### config.mk
export PLATFORM = sky130hd
export DESIGN_NAME = hub_top
export DESIGN_NICKNAME = d
export VERILOG_FILES = /design/src/hdl/hub_msg_pkg.sv /design/src/hdl/hub_link_pkg.sv /design/src/hdl/link_fifo.sv /design/src/hdl/link_deserializer.sv /design/src/hdl/link_serializer.sv /design/src/hdl/hub_arbiter.sv /design/src/hdl/hub_router.sv /design/src/hdl/hub_top.sv
export VERILOG_INCLUDE_DIRS = /design/src /design/src/hdl
export SDC_FILE = /design/constraint.sdc
export NUM_CORES = 1
export LEC_CHECK = 0
export ABC_AREA = 1
export BUFFER_PORTS_ARGS = -buffer_cell sky130_fd_sc_hd__buf_2
export CORE_MARGIN = 8
export CORE_UTILIZATION = 30
export DETAILED_ROUTE_END_ITERATION = 10
export PLACE_DENSITY_LB_ADDON = 0.12
export SYNTH_ARGS = -nofsm -noshare
export SYNTH_HDL_FRONTEND = slang
export SYNTH_SLANG_ARGS = --single-unit
### constraint.sdc
create_clock -name clk -period 4 [get_ports clk]
set_input_delay 0.4 -clock clk [delete_from_list [all_inputs] [get_ports clk]]
set_output_delay 0.4 -clock clk [all_outputs]
set_load 0.01 [all_outputs]
### src/hdl/hub_settings.svh
`ifndef HUB_SETTINGS_SVH
`define HUB_SETTINGS_SVH

// message format
`define HUB_MSG_WIDTH 32
`define HUB_FPGA_ID_WIDTH 4
`define HUB_FIFO_ID_WIDTH 4

// link geometry
`define HUB_DOWN_PORTS 2
`define HUB_UP_BEAT 16
`define HUB_DOWN_BEAT 8

// input buffering per link
`define HUB_FIFO_DEPTH 8

// fifo id reserved for the stage controller
`define HUB_CTRL_FIFO_ID 15

// routing table bounds
// id 0 goes upstream, 1..7 to downstream 0, the rest to downstream 1
`define HUB_DOWN0_LAST_ID 7

`endif

### src/hdl/hub_msg_pkg.sv
`include "hub_settings.svh"

package hub_msg_pkg;

    localparam int PAYLOAD_WIDTH = `HUB_MSG_WIDTH - `HUB_FPGA_ID_WIDTH - `HUB_FIFO_ID_WIDTH;

    // destination fpga id sits in the top bits
    typedef struct packed {
        logic [`HUB_FPGA_ID_WIDTH-1:0] dest_fpga;
        logic [`HUB_FIFO_ID_WIDTH-1:0] fifo_id;
        logic [PAYLOAD_WIDTH-1:0]      payload;
    } hub_msg_t;

    // one bit per output link, the top bit is upstream
    typedef logic [`HUB_DOWN_PORTS:0] route_mask_t;

    // downstream ports by index, upstream above them
    typedef logic [1:0] src_sel_t;

    localparam src_sel_t SRC_UP = 2'd2;

endpackage

### src/hdl/hub_link_pkg.sv
`include "hub_settings.svh"

package hub_link_pkg;

    typedef logic [`HUB_UP_BEAT-1:0] up_beat_t;
    typedef logic [`HUB_DOWN_BEAT-1:0] down_beat_t;

    // flags reported to the parent node
    typedef struct packed {
        logic message_flying;
        logic odd_clusters;
    } up_status_t;

    // same flags, one bit per child
    typedef struct packed {
        logic [`HUB_DOWN_PORTS-1:0] message_flying;
        logic [`HUB_DOWN_PORTS-1:0] odd_clusters;
    } down_status_t;

    typedef logic [1:0] stage_state_t;

endpackage

### src/hdl/link_fifo.sv
`timescale 1ns/1ps

module link_fifo #(
    parameter type entry_t = logic [7:0],
    parameter int DEPTH = 8
) (
    input  logic   clk,
    input  logic   reset,
    input  entry_t in_data,
    input  logic   in_valid,
    output logic   in_ready,
    output entry_t out_data,
    output logic   out_valid,
    input  logic   out_ready
);

    localparam int PTR_W = (DEPTH > 1) ? $clog2(DEPTH) : 1;
    localparam int CNT_W = $clog2(DEPTH + 1);

    entry_t           mem [DEPTH];
    logic [PTR_W-1:0] wr_ptr;
    logic [PTR_W-1:0] rd_ptr;
    logic [CNT_W-1:0] count;
    logic             full;
    logic             do_write;
    logic             do_read;

    function automatic logic [PTR_W-1:0] next_ptr(input logic [PTR_W-1:0] ptr);
        return (ptr == PTR_W'(DEPTH - 1)) ? '0 : ptr + 1'b1;
    endfunction

    assign full      = (count == CNT_W'(DEPTH));
    assign in_ready  = !full;
    assign out_valid = (count != '0);
    assign out_data  = mem[rd_ptr];
    assign do_write  = in_valid && in_ready;
    assign do_read   = out_valid && out_ready;

    always_ff @(posedge clk) begin
        if (do_write) begin
            mem[wr_ptr] <= in_data;
        end
    end

    always_ff @(posedge clk) begin
        if (reset) begin
            wr_ptr <= '0;
            rd_ptr <= '0;
            count  <= '0;
        end else begin
            if (do_write) begin
                wr_ptr <= next_ptr(wr_ptr);
            end
            if (do_read) begin
                rd_ptr <= next_ptr(rd_ptr);
            end
            case ({do_write, do_read})
                2'b10:   count <= count + 1'b1;
                2'b01:   count <= count - 1'b1;
                default: count <= count;
            endcase
        end
    end

    // a write refused while full stays offered unchanged
    a_no_write_when_full: assert property (@(posedge clk) disable iff (reset)
        (in_valid && full) |=> (in_valid && $stable(in_data)));

endmodule

### src/hdl/link_deserializer.sv
`timescale 1ns/1ps

module link_deserializer #(
    parameter type beat_t = logic [7:0]
) (
    input  logic                  clk,
    input  logic                  reset,
    input  beat_t                 beat,
    input  logic                  beat_valid,
    output logic                  beat_ready,
    output hub_msg_pkg::hub_msg_t msg,
    output logic                  msg_valid,
    input  logic                  msg_ready
);

    localparam int MSG_W  = $bits(hub_msg_pkg::hub_msg_t);
    localparam int BEAT_W = $bits(beat_t);
    localparam int BEATS  = MSG_W / BEAT_W;
    localparam int CNT_W  = (BEATS > 1) ? $clog2(BEATS) : 1;

    logic [MSG_W-1:0] shift_q;
    logic [CNT_W-1:0] count;
    logic             take;

    // hold off new beats while a finished message waits
    assign beat_ready = !msg_valid;
    assign take       = beat_valid && beat_ready;
    assign msg        = hub_msg_pkg::hub_msg_t'(shift_q);

    // first beat ends up in the top bits
    always_ff @(posedge clk) begin
        if (take) begin
            shift_q <= (shift_q << BEAT_W) | MSG_W'(beat);
        end
    end

    always_ff @(posedge clk) begin
        if (reset) begin
            count     <= '0;
            msg_valid <= 1'b0;
        end else begin
            if (take) begin
                if (count == CNT_W'(BEATS - 1)) begin
                    count     <= '0;
                    msg_valid <= 1'b1;
                end else begin
                    count <= count + 1'b1;
                end
            end else if (msg_valid && msg_ready) begin
                msg_valid <= 1'b0;
            end
        end
    end

endmodule

### src/hdl/link_serializer.sv
`timescale 1ns/1ps

module link_serializer #(
    parameter type beat_t = logic [7:0]
) (
    input  logic                  clk,
    input  logic                  reset,
    input  hub_msg_pkg::hub_msg_t msg,
    input  logic                  msg_valid,
    output logic                  msg_ready,
    output beat_t                 beat,
    output logic                  beat_valid,
    input  logic                  beat_ready
);

    localparam int MSG_W  = $bits(hub_msg_pkg::hub_msg_t);
    localparam int BEAT_W = $bits(beat_t);
    localparam int BEATS  = MSG_W / BEAT_W;
    localparam int CNT_W  = (BEATS > 1) ? $clog2(BEATS) : 1;

    logic [MSG_W-1:0] shift_q;
    logic [CNT_W-1:0] count;
    logic             busy;
    logic             load;
    logic             sent;

    assign msg_ready  = !busy;
    assign load       = msg_valid && msg_ready;
    assign beat_valid = busy;
    assign sent       = beat_valid && beat_ready;
    // most significant beat leaves first
    assign beat       = beat_t'(shift_q[MSG_W-1 -: BEAT_W]);

    always_ff @(posedge clk) begin
        if (load) begin
            shift_q <= MSG_W'(msg);
        end else if (sent) begin
            shift_q <= shift_q << BEAT_W;
        end
    end

    always_ff @(posedge clk) begin
        if (reset) begin
            busy  <= 1'b0;
            count <= '0;
        end else begin
            if (load) begin
                busy  <= 1'b1;
                count <= '0;
            end else if (sent) begin
                if (count == CNT_W'(BEATS - 1)) begin
                    busy <= 1'b0;
                end else begin
                    count <= count + 1'b1;
                end
            end
        end
    end

    // link rule, a pending beat stays put until the far side takes it
    a_beat_held: assert property (@(posedge clk) disable iff (reset)
        (beat_valid && !beat_ready) |=> (beat_valid && $stable(beat)));

endmodule

### src/hdl/hub_arbiter.sv
`timescale 1ns/1ps
`include "hub_settings.svh"

module hub_arbiter (
    input  logic                                         clk,
    input  logic                                         reset,
    input  hub_msg_pkg::hub_msg_t                        up_msg,
    input  logic                                         up_valid,
    output logic                                         up_ready,
    input  hub_msg_pkg::hub_msg_t [`HUB_DOWN_PORTS-1:0] down_msg,
    input  logic [`HUB_DOWN_PORTS-1:0]                   down_valid,
    output logic [`HUB_DOWN_PORTS-1:0]                   down_ready,
    input  logic                                         advance,
    output hub_msg_pkg::hub_msg_t                        sel_msg,
    output hub_msg_pkg::src_sel_t                        sel_src,
    output logic                                         sel_valid
);

    logic [`HUB_DOWN_PORTS-1:0] down_grant;
    logic                       down_any;
    hub_msg_pkg::hub_msg_t      down_pick_msg;
    hub_msg_pkg::src_sel_t      down_pick_src;

    // lowest valid downstream index wins
    always_comb begin
        down_grant    = '0;
        down_any      = 1'b0;
        down_pick_msg = down_msg[0];
        down_pick_src = '0;
        for (int i = 0; i < `HUB_DOWN_PORTS; i++) begin
            if (down_valid[i] && !down_any) begin
                down_grant[i] = 1'b1;
                down_any      = 1'b1;
                down_pick_msg = down_msg[i];
                down_pick_src = hub_msg_pkg::src_sel_t'(i);
            end
        end
    end

    // upstream beats every child
    assign up_ready   = advance && up_valid;
    assign down_ready = (advance && !up_valid) ? down_grant : '0;

    always_ff @(posedge clk) begin
        if (reset) begin
            sel_valid <= 1'b0;
        end else if (advance) begin
            sel_valid <= up_valid || down_any;
        end
    end

    always_ff @(posedge clk) begin
        if (advance) begin
            if (up_valid) begin
                sel_msg <= up_msg;
                sel_src <= hub_msg_pkg::SRC_UP;
            end else begin
                sel_msg <= down_pick_msg;
                sel_src <= down_pick_src;
            end
        end
    end

    a_single_take: assert property (@(posedge clk) disable iff (reset)
        $onehot0({up_valid && up_ready, down_valid & down_ready}));

endmodule

### src/hdl/hub_router.sv
`timescale 1ns/1ps
`include "hub_settings.svh"

module hub_router (
    input  logic                       clk,
    input  logic                       reset,
    input  hub_msg_pkg::hub_msg_t      sel_msg,
    input  hub_msg_pkg::src_sel_t      sel_src,
    input  logic                       sel_valid,
    output logic                       advance,
    output hub_msg_pkg::hub_msg_t      out_msg,
    output hub_msg_pkg::route_mask_t   out_route,
    input  hub_msg_pkg::route_mask_t   out_ready,
    input  hub_link_pkg::down_status_t down_status,
    input  hub_link_pkg::stage_state_t up_state,
    output hub_link_pkg::up_status_t   up_status,
    output hub_link_pkg::stage_state_t down_state
);

    localparam int UP_BIT = `HUB_DOWN_PORTS;
    localparam logic [`HUB_FIFO_ID_WIDTH-1:0] CTRL_ID    = `HUB_CTRL_FIFO_ID;
    localparam logic [`HUB_FPGA_ID_WIDTH-1:0] DOWN0_LAST = `HUB_DOWN0_LAST_ID;

    logic                     is_ctrl;
    logic                     from_up;
    hub_msg_pkg::route_mask_t table_route;
    hub_msg_pkg::route_mask_t next_route;
    hub_msg_pkg::route_mask_t route_q;

    assign is_ctrl = (sel_msg.fifo_id == CTRL_ID);
    assign from_up = (sel_src == hub_msg_pkg::SRC_UP);

    // move on only when every serializer can accept
    assign advance   = &out_ready;
    assign out_route = advance ? route_q : '0;

    // fpga id table
    always_comb begin
        table_route = '0;
        if (sel_msg.dest_fpga == '0) begin
            table_route[UP_BIT] = 1'b1;
        end else if (sel_msg.dest_fpga <= DOWN0_LAST) begin
            table_route[0] = 1'b1;
        end else begin
            table_route[1] = 1'b1;
        end
    end

    always_comb begin
        next_route = '0;
        if (sel_valid) begin
            if (is_ctrl && from_up) begin
                // controller broadcast to all children
                next_route[UP_BIT-1:0] = '1;
            end else if (is_ctrl) begin
                next_route[UP_BIT] = 1'b1;
            end else begin
                next_route = table_route;
            end
        end
    end

    always_ff @(posedge clk) begin
        if (reset) begin
            route_q <= '0;
        end else if (advance) begin
            route_q <= next_route;
        end
    end

    always_ff @(posedge clk) begin
        if (advance) begin
            out_msg <= sel_msg;
        end
    end

    // cluster status relay, one register stage each way
    always_ff @(posedge clk) begin
        if (reset) begin
            up_status  <= '0;
            down_state <= '0;
        end else begin
            up_status.message_flying <= |down_status.message_flying;
            up_status.odd_clusters   <= |down_status.odd_clusters;
            down_state               <= up_state;
        end
    end

endmodule

### src/hdl/hub_top.sv
`timescale 1ns/1ps
`include "hub_settings.svh"

module hub_top (
    input  logic                                           clk,
    input  logic                                           reset,
    input  hub_link_pkg::up_beat_t                         up_in_beat,
    input  logic                                           up_in_valid,
    output logic                                           up_in_ready,
    output hub_link_pkg::up_beat_t                         up_out_beat,
    output logic                                           up_out_valid,
    input  logic                                           up_out_ready,
    input  hub_link_pkg::down_beat_t [`HUB_DOWN_PORTS-1:0] down_in_beat,
    input  logic [`HUB_DOWN_PORTS-1:0]                     down_in_valid,
    output logic [`HUB_DOWN_PORTS-1:0]                     down_in_ready,
    output hub_link_pkg::down_beat_t [`HUB_DOWN_PORTS-1:0] down_out_beat,
    output logic [`HUB_DOWN_PORTS-1:0]                     down_out_valid,
    input  logic [`HUB_DOWN_PORTS-1:0]                     down_out_ready,
    input  hub_link_pkg::down_status_t                     down_status,
    input  hub_link_pkg::stage_state_t                     up_state,
    output hub_link_pkg::up_status_t                       up_status,
    output hub_link_pkg::stage_state_t                     down_state
);

    localparam int UP_BIT = `HUB_DOWN_PORTS;

    hub_link_pkg::up_beat_t                         up_fifo_beat;
    logic                                           up_fifo_valid;
    logic                                           up_fifo_ready;
    hub_msg_pkg::hub_msg_t                          up_msg;
    logic                                           up_msg_valid;
    logic                                           up_msg_ready;
    hub_link_pkg::down_beat_t [`HUB_DOWN_PORTS-1:0] down_fifo_beat;
    logic [`HUB_DOWN_PORTS-1:0]                     down_fifo_valid;
    logic [`HUB_DOWN_PORTS-1:0]                     down_fifo_ready;
    hub_msg_pkg::hub_msg_t [`HUB_DOWN_PORTS-1:0]    down_msg;
    logic [`HUB_DOWN_PORTS-1:0]                     down_msg_valid;
    logic [`HUB_DOWN_PORTS-1:0]                     down_msg_ready;
    hub_msg_pkg::hub_msg_t                          sel_msg;
    hub_msg_pkg::src_sel_t                          sel_src;
    logic                                           sel_valid;
    logic                                           advance;
    hub_msg_pkg::hub_msg_t                          out_msg;
    hub_msg_pkg::route_mask_t                       out_route;
    hub_msg_pkg::route_mask_t                       ser_ready;

    // upstream input path
    link_fifo #(.entry_t(hub_link_pkg::up_beat_t), .DEPTH(`HUB_FIFO_DEPTH)) up_fifo (
        .clk(clk), .reset(reset),
        .in_data(up_in_beat), .in_valid(up_in_valid), .in_ready(up_in_ready),
        .out_data(up_fifo_beat), .out_valid(up_fifo_valid), .out_ready(up_fifo_ready)
    );

    link_deserializer #(.beat_t(hub_link_pkg::up_beat_t)) up_deser (
        .clk(clk), .reset(reset),
        .beat(up_fifo_beat), .beat_valid(up_fifo_valid), .beat_ready(up_fifo_ready),
        .msg(up_msg), .msg_valid(up_msg_valid), .msg_ready(up_msg_ready)
    );

    // downstream input and output paths
    for (genvar i = 0; i < `HUB_DOWN_PORTS; i++) begin : g_down
        link_fifo #(.entry_t(hub_link_pkg::down_beat_t), .DEPTH(`HUB_FIFO_DEPTH)) fifo (
            .clk(clk), .reset(reset),
            .in_data(down_in_beat[i]), .in_valid(down_in_valid[i]),
            .in_ready(down_in_ready[i]),
            .out_data(down_fifo_beat[i]), .out_valid(down_fifo_valid[i]),
            .out_ready(down_fifo_ready[i])
        );

        link_deserializer #(.beat_t(hub_link_pkg::down_beat_t)) deser (
            .clk(clk), .reset(reset),
            .beat(down_fifo_beat[i]), .beat_valid(down_fifo_valid[i]),
            .beat_ready(down_fifo_ready[i]),
            .msg(down_msg[i]), .msg_valid(down_msg_valid[i]), .msg_ready(down_msg_ready[i])
        );

        link_serializer #(.beat_t(hub_link_pkg::down_beat_t)) ser (
            .clk(clk), .reset(reset),
            .msg(out_msg), .msg_valid(out_route[i]), .msg_ready(ser_ready[i]),
            .beat(down_out_beat[i]), .beat_valid(down_out_valid[i]),
            .beat_ready(down_out_ready[i])
        );
    end

    hub_arbiter arbiter (
        .clk(clk), .reset(reset),
        .up_msg(up_msg), .up_valid(up_msg_valid), .up_ready(up_msg_ready),
        .down_msg(down_msg), .down_valid(down_msg_valid), .down_ready(down_msg_ready),
        .advance(advance),
        .sel_msg(sel_msg), .sel_src(sel_src), .sel_valid(sel_valid)
    );

    hub_router router (
        .clk(clk), .reset(reset),
        .sel_msg(sel_msg), .sel_src(sel_src), .sel_valid(sel_valid),
        .advance(advance),
        .out_msg(out_msg), .out_route(out_route), .out_ready(ser_ready),
        .down_status(down_status), .up_state(up_state),
        .up_status(up_status), .down_state(down_state)
    );

    // upstream output path
    link_serializer #(.beat_t(hub_link_pkg::up_beat_t)) up_ser (
        .clk(clk), .reset(reset),
        .msg(out_msg), .msg_valid(out_route[UP_BIT]), .msg_ready(ser_ready[UP_BIT]),
        .beat(up_out_beat), .beat_valid(up_out_valid), .beat_ready(up_out_ready)
    );

endmodule

* After elaboration in Yosys (flattened, before gate mapping)
Memories as Yosys holds them, arrays and structs flattened. A register that Yosys moved wholly into a read port is not among the register bits.
Index checks and enable logic that the tools add are counted.
** Operators by class
- Add/subtract/negate cells :: 18
- Order comparisons :: 1
- Eq/ne operators :: 24
- Muxes and demuxes :: 66
- Bitwise gates (word level) :: 5
- Reduce and logical (&&, ||, !) cells :: 60
** Operators with widths (number)
- two-way mux 32 bit :: 8
- bitwise OR 32 x 8 -> 32 bit :: 2
- two-way mux 3 bit :: 14
- two-way mux 1 bit :: 35
- bitwise OR 32 x 16 -> 32 bit :: 1
- case mux 4 bit (2 select lines) :: 3
- nonzero test 2 bit :: 12
- logical AND 1 bit :: 19
- adder 3 x 1 -> 3 bit, second input constant :: 6
- == test 3 bit, second input constant :: 6
- == test 2 bit, second input constant :: 8
- == test 4 bit, second input constant :: 4
- AND reduction 2 bit :: 8
- adder 4 x 1 -> 4 bit, second input constant :: 3
- two-way mux 2 bit :: 6
- nonzero test 4 bit :: 3
- subtractor 4 x 1 -> 4 bit, second input constant :: 3
- logical NOT 1 bit :: 10
- OR reduction 2 bit :: 5
- adder 2 x 1 -> 2 bit, second input constant :: 4
- == test 2 x 1 -> 1 bit, second input constant :: 3
- inequality test 2 x 1 -> 1 bit, second input constant :: 3
- <= comparator 4 x 3 -> 1 bit, second input constant :: 1
- logical NOT 4 bit :: 1
- other kinds (4) :: 6
** Word-level totals
- Register bits after elaboration :: 312
- Bits in writable memories :: 256
- Output and inout port bits :: 42
- Logic and storage cells :: 216
- Memories :: 3
** Memory list
- up_fifo.mem :: words 8, width 16, read ports 1, clocked after memory_dff 1, write ports 1, RTL line link_fifo.sv:20 : entry_t mem [DEPTH];
- g_down[0].fifo.mem :: words 8, width 8, read ports 1, clocked after memory_dff 1, write ports 1, RTL line link_fifo.sv:20
- g_down[1].fifo.mem :: words 8, width 8, read ports 1, clocked after memory_dff 1, write ports 1, RTL line link_fifo.sv:20

* Logic depth before layout (Yosys ltp)
Gate-level depths: netlist (run 1).
- Depth after elaboration :: 8
- Mapped depth :: 14

* Modules after synthesis
Synthesis (run 1) repeated with hierarchy kept, for this count alone.
** Second synthesis, totals
- Cell total of the unflattened synthesis :: 1991
- Area, all modules :: 23550.1 µm²
** Modules (own cells, without submodules)
- link_fifo (up_fifo) :: instances 1, cells an instance 454, area an instance 5701.7 µm²
- link_fifo (g_down[0].fifo) :: instances 1, cells an instance 273, area an instance 3211.8 µm²
- link_fifo (g_down[1].fifo) :: instances 1, cells an instance 273, area an instance 3209.3 µm²
- link_serializer (g_down[0].ser ...) :: instances 2, cells an instance 156, area an instance 1559.0 µm²
- link_deserializer (g_down[0].deser ...) :: instances 2, cells an instance 56, area an instance 1126.1 µm²
- hub_arbiter :: instances 1, cells an instance 288, area an instance 2167.1 µm²
- link_serializer (up_ser) :: instances 1, cells an instance 148, area an instance 1540.2 µm²
- hub_router :: instances 1, cells an instance 86, area an instance 1302.5 µm²
- link_deserializer (up_deser) :: instances 1, cells an instance 45, area an instance 1047.3 µm²

* Worst setup path before layout (run 1)
Ideal clock, no wire load.
- Path kind :: reg-to-reg
- Start :: register g_down[1].ser.busy
- End :: register g_down[1].ser.shift_q[0], enable pin
- Arrival time :: 2.752 ns
- Data required time :: 3.534 ns
- Slack :: 0.782 ns
- Cell stages (with the launch flop) :: 3
- Buffers on the path :: 0
- Period minus slack after synthesis :: 3.218 ns
- Cell sequence :: dfxtp_1 inv_1 o21ai_0
** On the way
- Word-level cells in the longest chain between the ends :: 5
- Elaborated cells on any way between the ends :: 6
- Classes of those cells :: mux (1); reduce/logical (5)
** Ends and longest elaborated chain
- start: declaration :: RTL line link_serializer.sv:23 : logic busy;
- start signal: assignment :: RTL line link_serializer.sv:44 : busy <= 1'b0;
- start signal: assignment :: RTL line link_serializer.sv:48 : busy <= 1'b1;
- start signal: assignment :: RTL line link_serializer.sv:52 : busy <= 1'b0;
- logical NOT 1 bit :: RTL line link_serializer.sv:27 : assign msg_ready = !busy;
- AND reduction 3 bit :: RTL line hub_router.sv:34 : assign advance = &out_ready;
- two-way mux 3 bit :: RTL line hub_router.sv:35 : assign out_route = advance ? route_q : '0;
- logical AND 1 bit :: RTL line link_serializer.sv:28 : assign load = msg_valid && msg_ready;
- nonzero test 2 bit (no line) *
- end signal: assignment :: RTL line link_serializer.sv:36 : shift_q <= MSG_W'(msg);
- end signal: assignment :: RTL line link_serializer.sv:38 : shift_q <= shift_q << BEAT_W;
- end: declaration :: RTL line link_serializer.sv:21 : logic [MSG_W-1:0] shift_q;
Every way passes the cells marked *; elsewhere a longest branch is shown, timed or not.
A chain may end at the register's enable or synchronous reset.

* Worst setup path in the final report (run 1)
- Start :: register g_down[0].ser.busy
- End :: register up_ser.shift_q[24], enable pin
** On the way
- Word-level cells in the longest chain between the ends :: 5
** Ends and longest elaborated chain (RTL line)
- start: declaration :: link_serializer.sv:23
- start signal: assignment :: link_serializer.sv:44
- start signal: assignment :: link_serializer.sv:48
- start signal: assignment :: link_serializer.sv:52
- logical NOT 1 bit :: link_serializer.sv:27
- AND reduction 3 bit :: hub_router.sv:34
- two-way mux 3 bit :: hub_router.sv:35
- logical AND 1 bit :: link_serializer.sv:28
- nonzero test 2 bit (no line)
- end signal: assignment :: link_serializer.sv:36
- end signal: assignment :: link_serializer.sv:38
- end: declaration :: link_serializer.sv:21
No other way between the ends.

==> reports/results.ini, run 1 <==
[finish]
stdcell_count = 2878
drive_gt1_frac = 0.1164
final_cell_mix = edfxtp_1, nand2_1, nor2_1, o21ai_0, inv_1
fin_nets = 1925
syn_to_final_growth_pct = 15.39
final_common_cell = edfxtp_1

[drt]
dr.pass1.iters = 7
via_per_inst = 4.423
routed.top_layer = met4
wl_met1_mm = 22.87
ant_nets = 0
wl_mm = 48.80
routedWlPerCell_um = 16.95
route.met2.wl_mm = 22.93
wl_met3_mm = 1.648
drt_iter0_markers = 843
vias = 12730
drc_errors = 0

[grt]
grt_pass1_vias = 12830
grt_overflow = 0
antenna_found_initial = 1
track_usage = 0.1146
grt_max_degree = 70
grt_pass1_wl_mm = 76.12

[clock_network]
clock_latency_ps = 600
clock_path_buffers = 3
h-tree-depth = 3
clkSinkCount = 577
post_cts_resized = 0
cts_made_buffers = 68
cts_tree = yes
postCtsSetupRepairBufs = 0
clk_transition_reported_paths_ps = 60
cts-root-buf = clkbuf_16

[job]
cap_violations = 0

[worst_hold_path]
hp-class = primary input to flip-flop

[yosys]
synth.area.top_cells = edfxtp_1, dfxtp_1, nand2_1
syn_area_mm2 = 0.02253
synth_seq_area_share = 0.7409
async_reset_ff_frac = 0
synth-edff-count = 514
synth_seq_cells = 577
yosysTopAreaCell = edfxtp_1
syn_avg_cell_area_um2 = 12.66
ys_warn_count = 0
synth.distinct_cells = 39
synth_nets = 1851
synthFlopType = edfxtp_1
yosys.area.top_type_share = 0.6850
synthCells = 1780

[sta]
layout_setup_ws_ps = 1583
slew_violations = 0
fin_tns_setup_ps = 0
setup_viol = 0
max_clock_freq_mhz = 413.8
hold_viol_final = 0
period_needed_ps = 2417
fin_crit_sh = 0.6042
fin_skew_ps = 32.67
worstMarginPinSlew_ps = 1232
max-slew-margin-rel = 0.1786
rsz0062_at_grt = no

[power_and_ir_drop]
clkPwrFrac = 0.318
comb_power_share = 0.199
finalPower_mw = 19.11
total_leakage_power_nw = 9.586
seqPwrFrac = 0.483
swShare = 0.3053
power.internal_mw = 13.28
vdd_drop_max_v = 0.0003006
p_sw_mw = 5.834
power_density_mw_per_mm2 = 734.9

[floorplan]
die_y_um = 290.1
start_util = 0.3027
die_area_mm2 = 0.08414
core_mm2 = 0.07445
chipWidth_um = 290.1
io_pins = 88
core.rowCount = 100

[critical_path]
critPathMaxFanout = 69
worstPathRequired_ps = 4210
worstPathArrival_ps = 2630
startpoint_type = flip-flop
path_class = flip-flop to flip-flop
worst_setup_path_end_kind = flip-flop
r2r_slack_ps = 1580

[placed_design]
pre_cts_ws_ps = 1557
port_buffers = 87
dpl.hpwl_mm = 29.52
place.gp.congestion = 0.7122
numPlacedInstances = 2747

[outcome]
status = finished clean

==> kinds of logic (layout without fill, tap and decap cells) <==
logic type	after synthesis	count (layout)	synth area share
AO/OA/AOI/OAI	329	329	0.07879
XOR/XNOR	7	7	0.002721
adder cells (fa/ha/maj)	25	25	0.01388
buffers and inverters	205	333	0.04431
flip-flops	577	577	0.7409
multiplexers	32	32	0.01421
other	0	1	0
AND/OR/NAND/NOR	605	605	0.1052
==> critical path: stages, from the launching register on <==
cell and delay, ps:
dfxtp_1 350, nor2_2 160, nand2_4 100, inv_6 80, buf_4 710, nand2_2 100, nand2_1 100, buf_4 400
==> metrics by stage <==
stage | instance area (µm²) | util | hold slack, ps
after floorplan | 22530 | - | 400.3
after global placement | 23730 | 0.3187 | 408.5
after detailed placement | 23730 | 0.3187 | 404.5
after CTS | 26000 | 0.3492 | 14.83
after global routing | 26000 | 0.3492 | 54.33
final | 26000 | 0.3493 | 67.52
==> power groups by stage <==
stage               combinational, mW  sequential [mW]  clock [mW]
CTS                              3.92             9.29        6.29
global placement                 3.83             9.40           0
floorplan                        2.82             8.92           0
global route                     4.37             9.42        6.49
detailed placement               3.90             9.41           0
finish                           3.80             9.24        6.07
==> final cells by class <==
| cell class | instances | area [µm²] |
|---|---|---|
| fill | 7223 | 48440 |
| inverter | 94 | 357.8 |
| antenna | 1 | 2.502 |
| multi-input combinational | 998 | 4860 |
| clock buffer | 92 | 1876 |
| timing repair buffer | 115 | 660.6 |
| sequential | 577 | 16700 |
| tap | 969 | 1212 |
| clock inverter | 32 | 335.3 |
==> path summary, 6_finish.rpt <==
check | cells after the start | to | from
hold reg to reg | 0 | router.out_msg[10] | arbiter.sel_msg[10]
hold / removal | 1 | g_down[1].fifo.mem[2][1] | down_in_beat[9]
setup reg to reg | 7 | up_ser.shift_q[24] | g_down[0].ser.beat_valid
setup / recovery | 7 | up_ser.shift_q[24] | g_down[0].ser.beat_valid
==> cell usage after synthesis, drive strengths merged (25+ instances only) <==
cell    instances
mux2i          32
nor2          276
o22ai          32
a31oi          34
nand2         299
edfxtp        514
o21ai         228
ha             25
clkbuf         33
inv            93
dfxtp          63
a21oi          29
buf            78
==> metal layers <==
layer / track usage / vias to the layer above
met1: 0.1506 / 6074
met5: 0 / -
met2: 0.1887 / 187
li1: - / 6384
met4: 0.04102 / 0
met3: 0.02100 / 84
==> flip-flops by register name, summed over array words and instances, names as in the netlist, 6 cells and up, named ones only <==
| signal | flops |
|---|---|
| router.out_msg | 32 |
| g_down.fifo.mem | 128 |
| up_deser.msg | 32 |
| up_ser.shift_q | 32 |
| arbiter.sel_msg | 32 |
| g_down.fifo.count | 8 |
| up_fifo.mem | 128 |
| g_down.fifo.wr_ptr | 6 |
| g_down.deser.msg | 64 |
| g_down.ser.shift_q | 64 |
| g_down.fifo.rd_ptr | 6 |
==> repair_timing <==
action | 4_1_cts | 5_1_grt
endpoints found under the hold margin | 4 | 0
hold buffers | 6 | 0
setup endpoints to repair | 0 | 0
(Power assumes the default switching activity.)
==> inputs of run 2 (changes only) <==
--- a/config.mk
+++ b/config.mk
@@ -6,7 +6,7 @@
 export SDC_FILE = /design/constraint.sdc
 export NUM_CORES = 1
 export LEC_CHECK = 0
-export ABC_AREA = 1
+export ABC_AREA = 0
 export BUFFER_PORTS_ARGS = -buffer_cell sky130_fd_sc_hd__buf_2
 export CORE_MARGIN = 8
 export CORE_UTILIZATION = 30
==> constraint.sdc (replaced) <==
create_clock -name clk -period 2 [get_ports clk]
set_input_delay 0.2 -clock clk [delete_from_list [all_inputs] [get_ports clk]]
set_output_delay 0.2 -clock clk [all_outputs]
set_load 0.01 [all_outputs]
==> run 2 against run 1 <==
Compared with the run above:
- the flow now finishes with violations (negative setup slack)
- clock power grew 86%
- critical path depth grew 2
- clock-buffer cell count rose by 3
- synthesized cell count shrank 31%
- critical path type unchanged
- critical endpoint is now g_down[0].fifo.count[2]
==> reports/results.ini, run 2 <==
[sta]
fin_crit_sh = 1.114
slew_violations = 0
fin_skew_ps = 24.83
max_clock_freq_mhz = 448.7
layout_setup_ws_ps = -228.7
timing.hold.ws_ps = 122.2
period_needed_ps = 2229
worstMarginPinSlew_ps = 712.4
rsz0062_at_grt = yes
hold_viol_final = 0
setup_viol = 5
max-slew-margin-rel = 0.5251

[yosys]
synth.most_common_cell = edfxtp_1
synth_nets = 1293
syn_area_mm2 = 0.02243
synth.distinct_cells = 47
synth-edff-count = 514
synth_seq_area_share = 0.7443
syn_avg_cell_area_um2 = 18.36
yosysTopAreaCell = edfxtp_1
ys_warn_count = 0
async_reset_ff_frac = 0
synth_seq_cells = 577
synthCells = 1222
yosys.area.top_type_share = 0.6881
synthFlopType = edfxtp_1
synth.area.top_cells = edfxtp_1, mux4_2, dfxtp_1
ys_top_cells_by_count = edfxtp_1, mux4_2, dfxtp_1, mux2_2, nand2_1

[clock_network]
clkSinkCount = 577
cts_tree = yes
h-tree-depth = 3
cts_made_buffers = 67
clk_transition_reported_paths_ps = 50
cts-root-buf = clkbuf_16
clock_path_buffers = 3
clock_latency_ps = 600

[finish]
n_fill_cell = 6879
fin_nets = 1510
final_common_cell = edfxtp_1
syn_to_final_growth_pct = 22.38
postLayoutCellArea_mm2 = 0.02745
reg_top3 = g_down.fifo.mem: 128 flops, up_fifo.mem: 128 flops
stdcell_count = 2461
final_cell_mix = edfxtp_1, buf_2, buf_4, clkbuf_16, mux4_2
drive_gt1_frac = 0.3380

[floorplan]
core.rowCount = 100
die_y_um = 289.4
core_mm2 = 0.07420
chipWidth_um = 289.4
io_pins = 88
start_util = 0.3023
die_area_mm2 = 0.08378

[critical_path]
crit_chain = or4b_4, nand2_4, ha_4, xor2_2, ha_2, a21oi_2, xor2_1, or3_1, a21oi_2
critPathMaxFanout = 3
worstPathRequired_ps = 2530
max_stage_delay_ps = 550
cpMostUsedCell = a21oi_2
startpoint_type = flip-flop
path_class = flip-flop to flip-flop
crit_slowest_cell = or4b_4
worst_setup_path_end_kind = flip-flop
worstPathArrival_ps = 2760

[drt]
routedWlPerCell_um = 18.89
ant_nets = 0
drc_errors = 0
via_per_inst = 4.425
wl_mm = 46.48
vias = 10890
dr.pass1.iters = 4
drt_iter0_markers = 622

[placed_design]
dpl.hpwl_mm = 28.60
place_area_mm2 = 0.02471
port_buffers = 87
place.gp.congestion = 0.6896
numPlacedInstances = 2277

[outcome]
failed_checks = negative setup slack
status = complete, but fails checks

[power_and_ir_drop]
total_leakage_power_nw = 9.436
vdd_drop_max_v = 0.0007043
finalPower_mw = 37.64
power_density_mw_per_mm2 = 1371

[grt]
antenna_found_initial = 2
grt_overflow = 0
grt_pass1_wl_mm = 71.76
grt_pass1_vias = 11690
grt_max_degree = 78
track_usage = 0.1129

[job]
cap_violations = 0

[worst_hold_path]
hp-class = primary input to flip-flop

## run 2: cell types whose count changed in the layout (fill, tap and decap cells not counted), moves of 25 or more
cell           change
a31oi_1           -32
and3_1            +29
buf_12            +25
buf_4             +56
dlygate4sd3_1     +38
inv_1             -89
mux2_2            +58
mux2_4            +29
mux4_2            +64
nand2_1          -233
nor2_1           -239
o21ai_0          -169
o22ai_1           -32
## run 2: kinds of logic (layout without fill, tap and decap cells)
group | Yosys count | after routing | share of synthesized area
DFF | 577 | 577 | 0.7443
and+or+nand+nor | 216 | 216 | 0.04858
buffers and inverters | 95 | 364 | 0.02856
AOI/OAI and AO/OA | 90 | 90 | 0.02181
adders and majority gates | 25 | 25 | 0.01394
muxes | 207 | 207 | 0.1381
other | 0 | 1 | 0
xor gates and xnor gates | 12 | 12 | 0.004685
## run 2: layout make-up
type                            instances  area [µm²]  area share
Antenna cell                            1       2.502  0.00009116
Clock buffer                           95        1844     0.06718
Clock inverter                         26       175.2    0.006381
Timing Repair Buffer                  241        2053     0.07480
Tap cell                              969        1212     0.04417
Sequential cell                       577       16720      0.6092
Inverter                                2       8.758   0.0003191
Multi-Input combinational cell        550        5431      0.1979
## run 2: repair_timing
action	in CTS	in global routing
setup buffers	4	15
setup endpoints to repair	50	37
gates resized for setup	24	13
pin swaps	13	15
hold buffers	44	0
endpoints found under the hold margin	270	0
## run 2: worst max-delay path, delay by kind of cell, from the launching register on
| family | cells | cell delay, ps |
|---|---|---|
| AOI/OAI and AO/OA | 2 | 170 |
| adders and majority gates | 2 | 350 |
| and+or+nand+nor | 3 | 1030 |
| xor gates and xnor gates | 2 | 300 |
| DFF | 1 | 310 |
## run 2: path summary, 6_finish.rpt
path                                 from                      end  slack, ps  depth (start not counted)
hold / removal                      reset  g_down[0].fifo.count[0]        120                          2
setup / recovery  g_down[0].fifo.count[0]  g_down[0].fifo.count[2]       -230                          9
hold reg to reg       arbiter.sel_msg[14]       router.out_msg[14]        410                          0
setup reg to reg  g_down[0].fifo.count[0]  g_down[0].fifo.count[2]       -230                          9
## run 2: per-layer routing
metal | part of all wire | global-route usage | wire length (µm) | vias to the layer above
li1 | - | - | - | 5194
met1 | 0.45 | 0.1446 | 21030 | 5476
met2 | 0.49 | 0.1895 | 22640 | 153
met3 | 0.040 | 0.02423 | 1872 | 66
met4 | 0.020 | 0.03684 | 946 | 0
met5 | 0 | 0 | 0 | -
## run 2: power breakdown
part | switching [mW] | total [mW] | internal (mW)
combinational | 4.44 | 8.41 | 3.97
sequential | 1.27 | 18.0 | 16.7
clock | 4.70 | 11.3 | 6.57
## run 2: stage by stage
stage	setup TNS, ps	worst slack (ps)	utilization
2_1_floorplan	-2372	-457.9	-
3_3_place_gp	-1230	-276.5	0.3331
3_5_place_dp	-2160	-274.0	0.3331
4_1_cts	-936.7	-225.8	0.3679
5_1_grt	-1538	-315.3	0.3700
6_report	-933.3	-228.7	0.3700
==> inputs of run 3 (changes only) <==
--- a/config.mk
+++ b/config.mk
@@ -10,6 +10,7 @@
 export BUFFER_PORTS_ARGS = -buffer_cell sky130_fd_sc_hd__buf_2
 export CORE_MARGIN = 8
 export CORE_UTILIZATION = 30
+export CTS_BUF_LIST = sky130_fd_sc_hd__clkbuf_4 sky130_fd_sc_hd__clkbuf_8 sky130_fd_sc_hd__clkbuf_16
 export DETAILED_ROUTE_END_ITERATION = 10
 export PLACE_DENSITY_LB_ADDON = 0.12
 export SYNTH_ARGS = -nofsm -noshare
==> constraint.sdc (replaced) <==
create_clock -name clk -period 2.8 [get_ports clk]
set_input_delay 0.28 -clock clk [delete_from_list [all_inputs] [get_ports clk]]
set_output_delay 0.28 -clock clk [all_outputs]
set_load 0.01 [all_outputs]
==> run 3 against run 2 <==
Compared with the run above:
- the flow now finishes without violations
- core utilization down 1.0 points
- non-clock buffer count down 54
- worst setup slack gained 460 ps
- clock skew is 1.2 ps lower
- routed wire length shrank 1.5%
- fmax shrank 13%
- critical path type unchanged
- largest power group unchanged
==> reports/results.ini, run 3 (synthesis results as in run 2) <==
[clock_network]
clkSinkCount = 577
h-tree-depth = 3
cts_made_buffers = 68
cts_tree = yes
cts-root-buf = clkbuf_16
postCtsSetupRepairBufs = 0
clock_path_buffers = 3
clk_transition_reported_paths_ps = 60
clock_latency_ps = 600

[finish]
reg_top3 = g_down.fifo.mem: 128 flops, up_fifo.mem: 128 flops
diodes = 0
fin_nets = 1457
syn_to_final_growth_pct = 19.07
final_cell_mix = edfxtp_1, buf_2, clkbuf_16, mux4_2, dfxtp_1
final_common_cell = edfxtp_1
drive_gt1_frac = 0.2986

[drt]
routedWlPerCell_um = 19.01
vias = 10660
via_per_inst = 4.423
wl_mm = 45.79
ant_nets = 0
dr.pass1.iters = 6
drc_errors = 0
drt_iter0_markers = 639

[critical_path]
worstPathRequired_ps = 3330
crit_slowest_cell = or4b_1
worstPathArrival_ps = 3100
critPathMaxFanout = 10
path_buf_inv = 0
worst_setup_path_end_kind = flip-flop
cpLargestDelayFamily = simple AND/OR/NAND/NOR gates
path_class = flip-flop to flip-flop
startpoint_type = flip-flop
max_stage_delay_ps = 650
crit_chain = or4b_1, nand2_2, ha_1, xor2_1, ha_1, a21oi_1, xor2_1, or3_1, a21oi_1

[grt]
track_usage = 0.1099
grt_pass1_vias = 11240
grt_max_degree = 72
grt_overflow = 0
grt_pass1_wl_mm = 69.59
antenna_found_initial = 0

[sta]
rsz0062_at_grt = no
setup_viol = 0
fin_crit_sh = 0.9179
max-slew-margin-rel = 0.4658
fin_tns_setup_ps = 0
max_clock_freq_mhz = 389.1
slew_violations = 0
hold_viol_final = 0
period_needed_ps = 2570
fin_skew_ps = 23.65
worstMarginPinSlew_ps = 798.3
layout_setup_ws_ps = 229.9

[floorplan]
core_mm2 = 0.07420
die_area_mm2 = 0.08378
core.rowCount = 100
start_util = 0.3023
chipWidth_um = 289.4
die_y_um = 289.4
io_pins = 88

[job]
cap_violations = 0

[worst_hold_path]
hp-class = primary input to flip-flop

[power_and_ir_drop]
power_density_mw_per_mm2 = 992.9
total_leakage_power_nw = 9.206
finalPower_mw = 26.52
vdd_drop_max_v = 0.0004483

[placed_design]
dpl.hpwl_mm = 28.05
port_buffers = 87
pre_cts_ws_ps = 229.2
place.gp.congestion = 0.6891

[outcome]
status = finished clean

## run 3: worst register-to-register path: stages, from the launching register on
cell	delay [ps]
dfxtp_1	360
or4b_1	650
nand2_2	220
ha_1	290
xor2_1	180
ha_1	160
a21oi_1	50
xor2_1	160
or3_1	300
a21oi_1	140
## run 3: timing repair
item | CTS | global route
resized for setup | 0 | 1
setup endpoints to repair | 0 | 1
hold endpoints to repair | 270 | 0
hold buffers | 44 | 0
## run 3: final cells by class
type	instances	area [µm²]
fill	6955	47490
clock inverter	21	180.2
clock buffer	103	2061
multi-input combinational	550	5176
timing repair buffer	187	1371
tap	969	1212
inverter	2	8.758
sequential	577	16700
## run 3: where the power goes
part           switching, mW  internal (mW)
Combinational           2.80           2.13
Sequential             0.992           11.9
Clock                   3.42           5.29
## run 3: metal layers
metal  track usage  vias up  routed length, µm
met5             0        -                  0
met4       0.03785        0                938
met3       0.02438       65               1872
met2        0.1796      157              21650
met1        0.1437     5350              21330
li1              -     5083                  -
## run 3: stage by stage
stage               utilization  cell area (µm²)  cells  hold slack [ps]
floorplan                     -            22460   1222            378.9
global placement         0.3238            24020   2241            402.1
detailed placement       0.3238            24020   2241            405.7
CTS                      0.3599            26700   2409            208.8
global route             0.3600            26710   2409            257.6
finish                   0.3600            26710   2409            235.3
## run 3: final timing paths
kind,start,end,slack [ps],cells past startpoint
max,g_down[1].fifo.count[0],g_down[1].fifo.count[2],230,9
min,reset,g_down[1].fifo.count[0],240,2
max reg2reg,g_down[1].fifo.count[0],g_down[1].fifo.count[2],230,9
min reg2reg,arbiter.sel_msg[13],router.out_msg[13],420,0
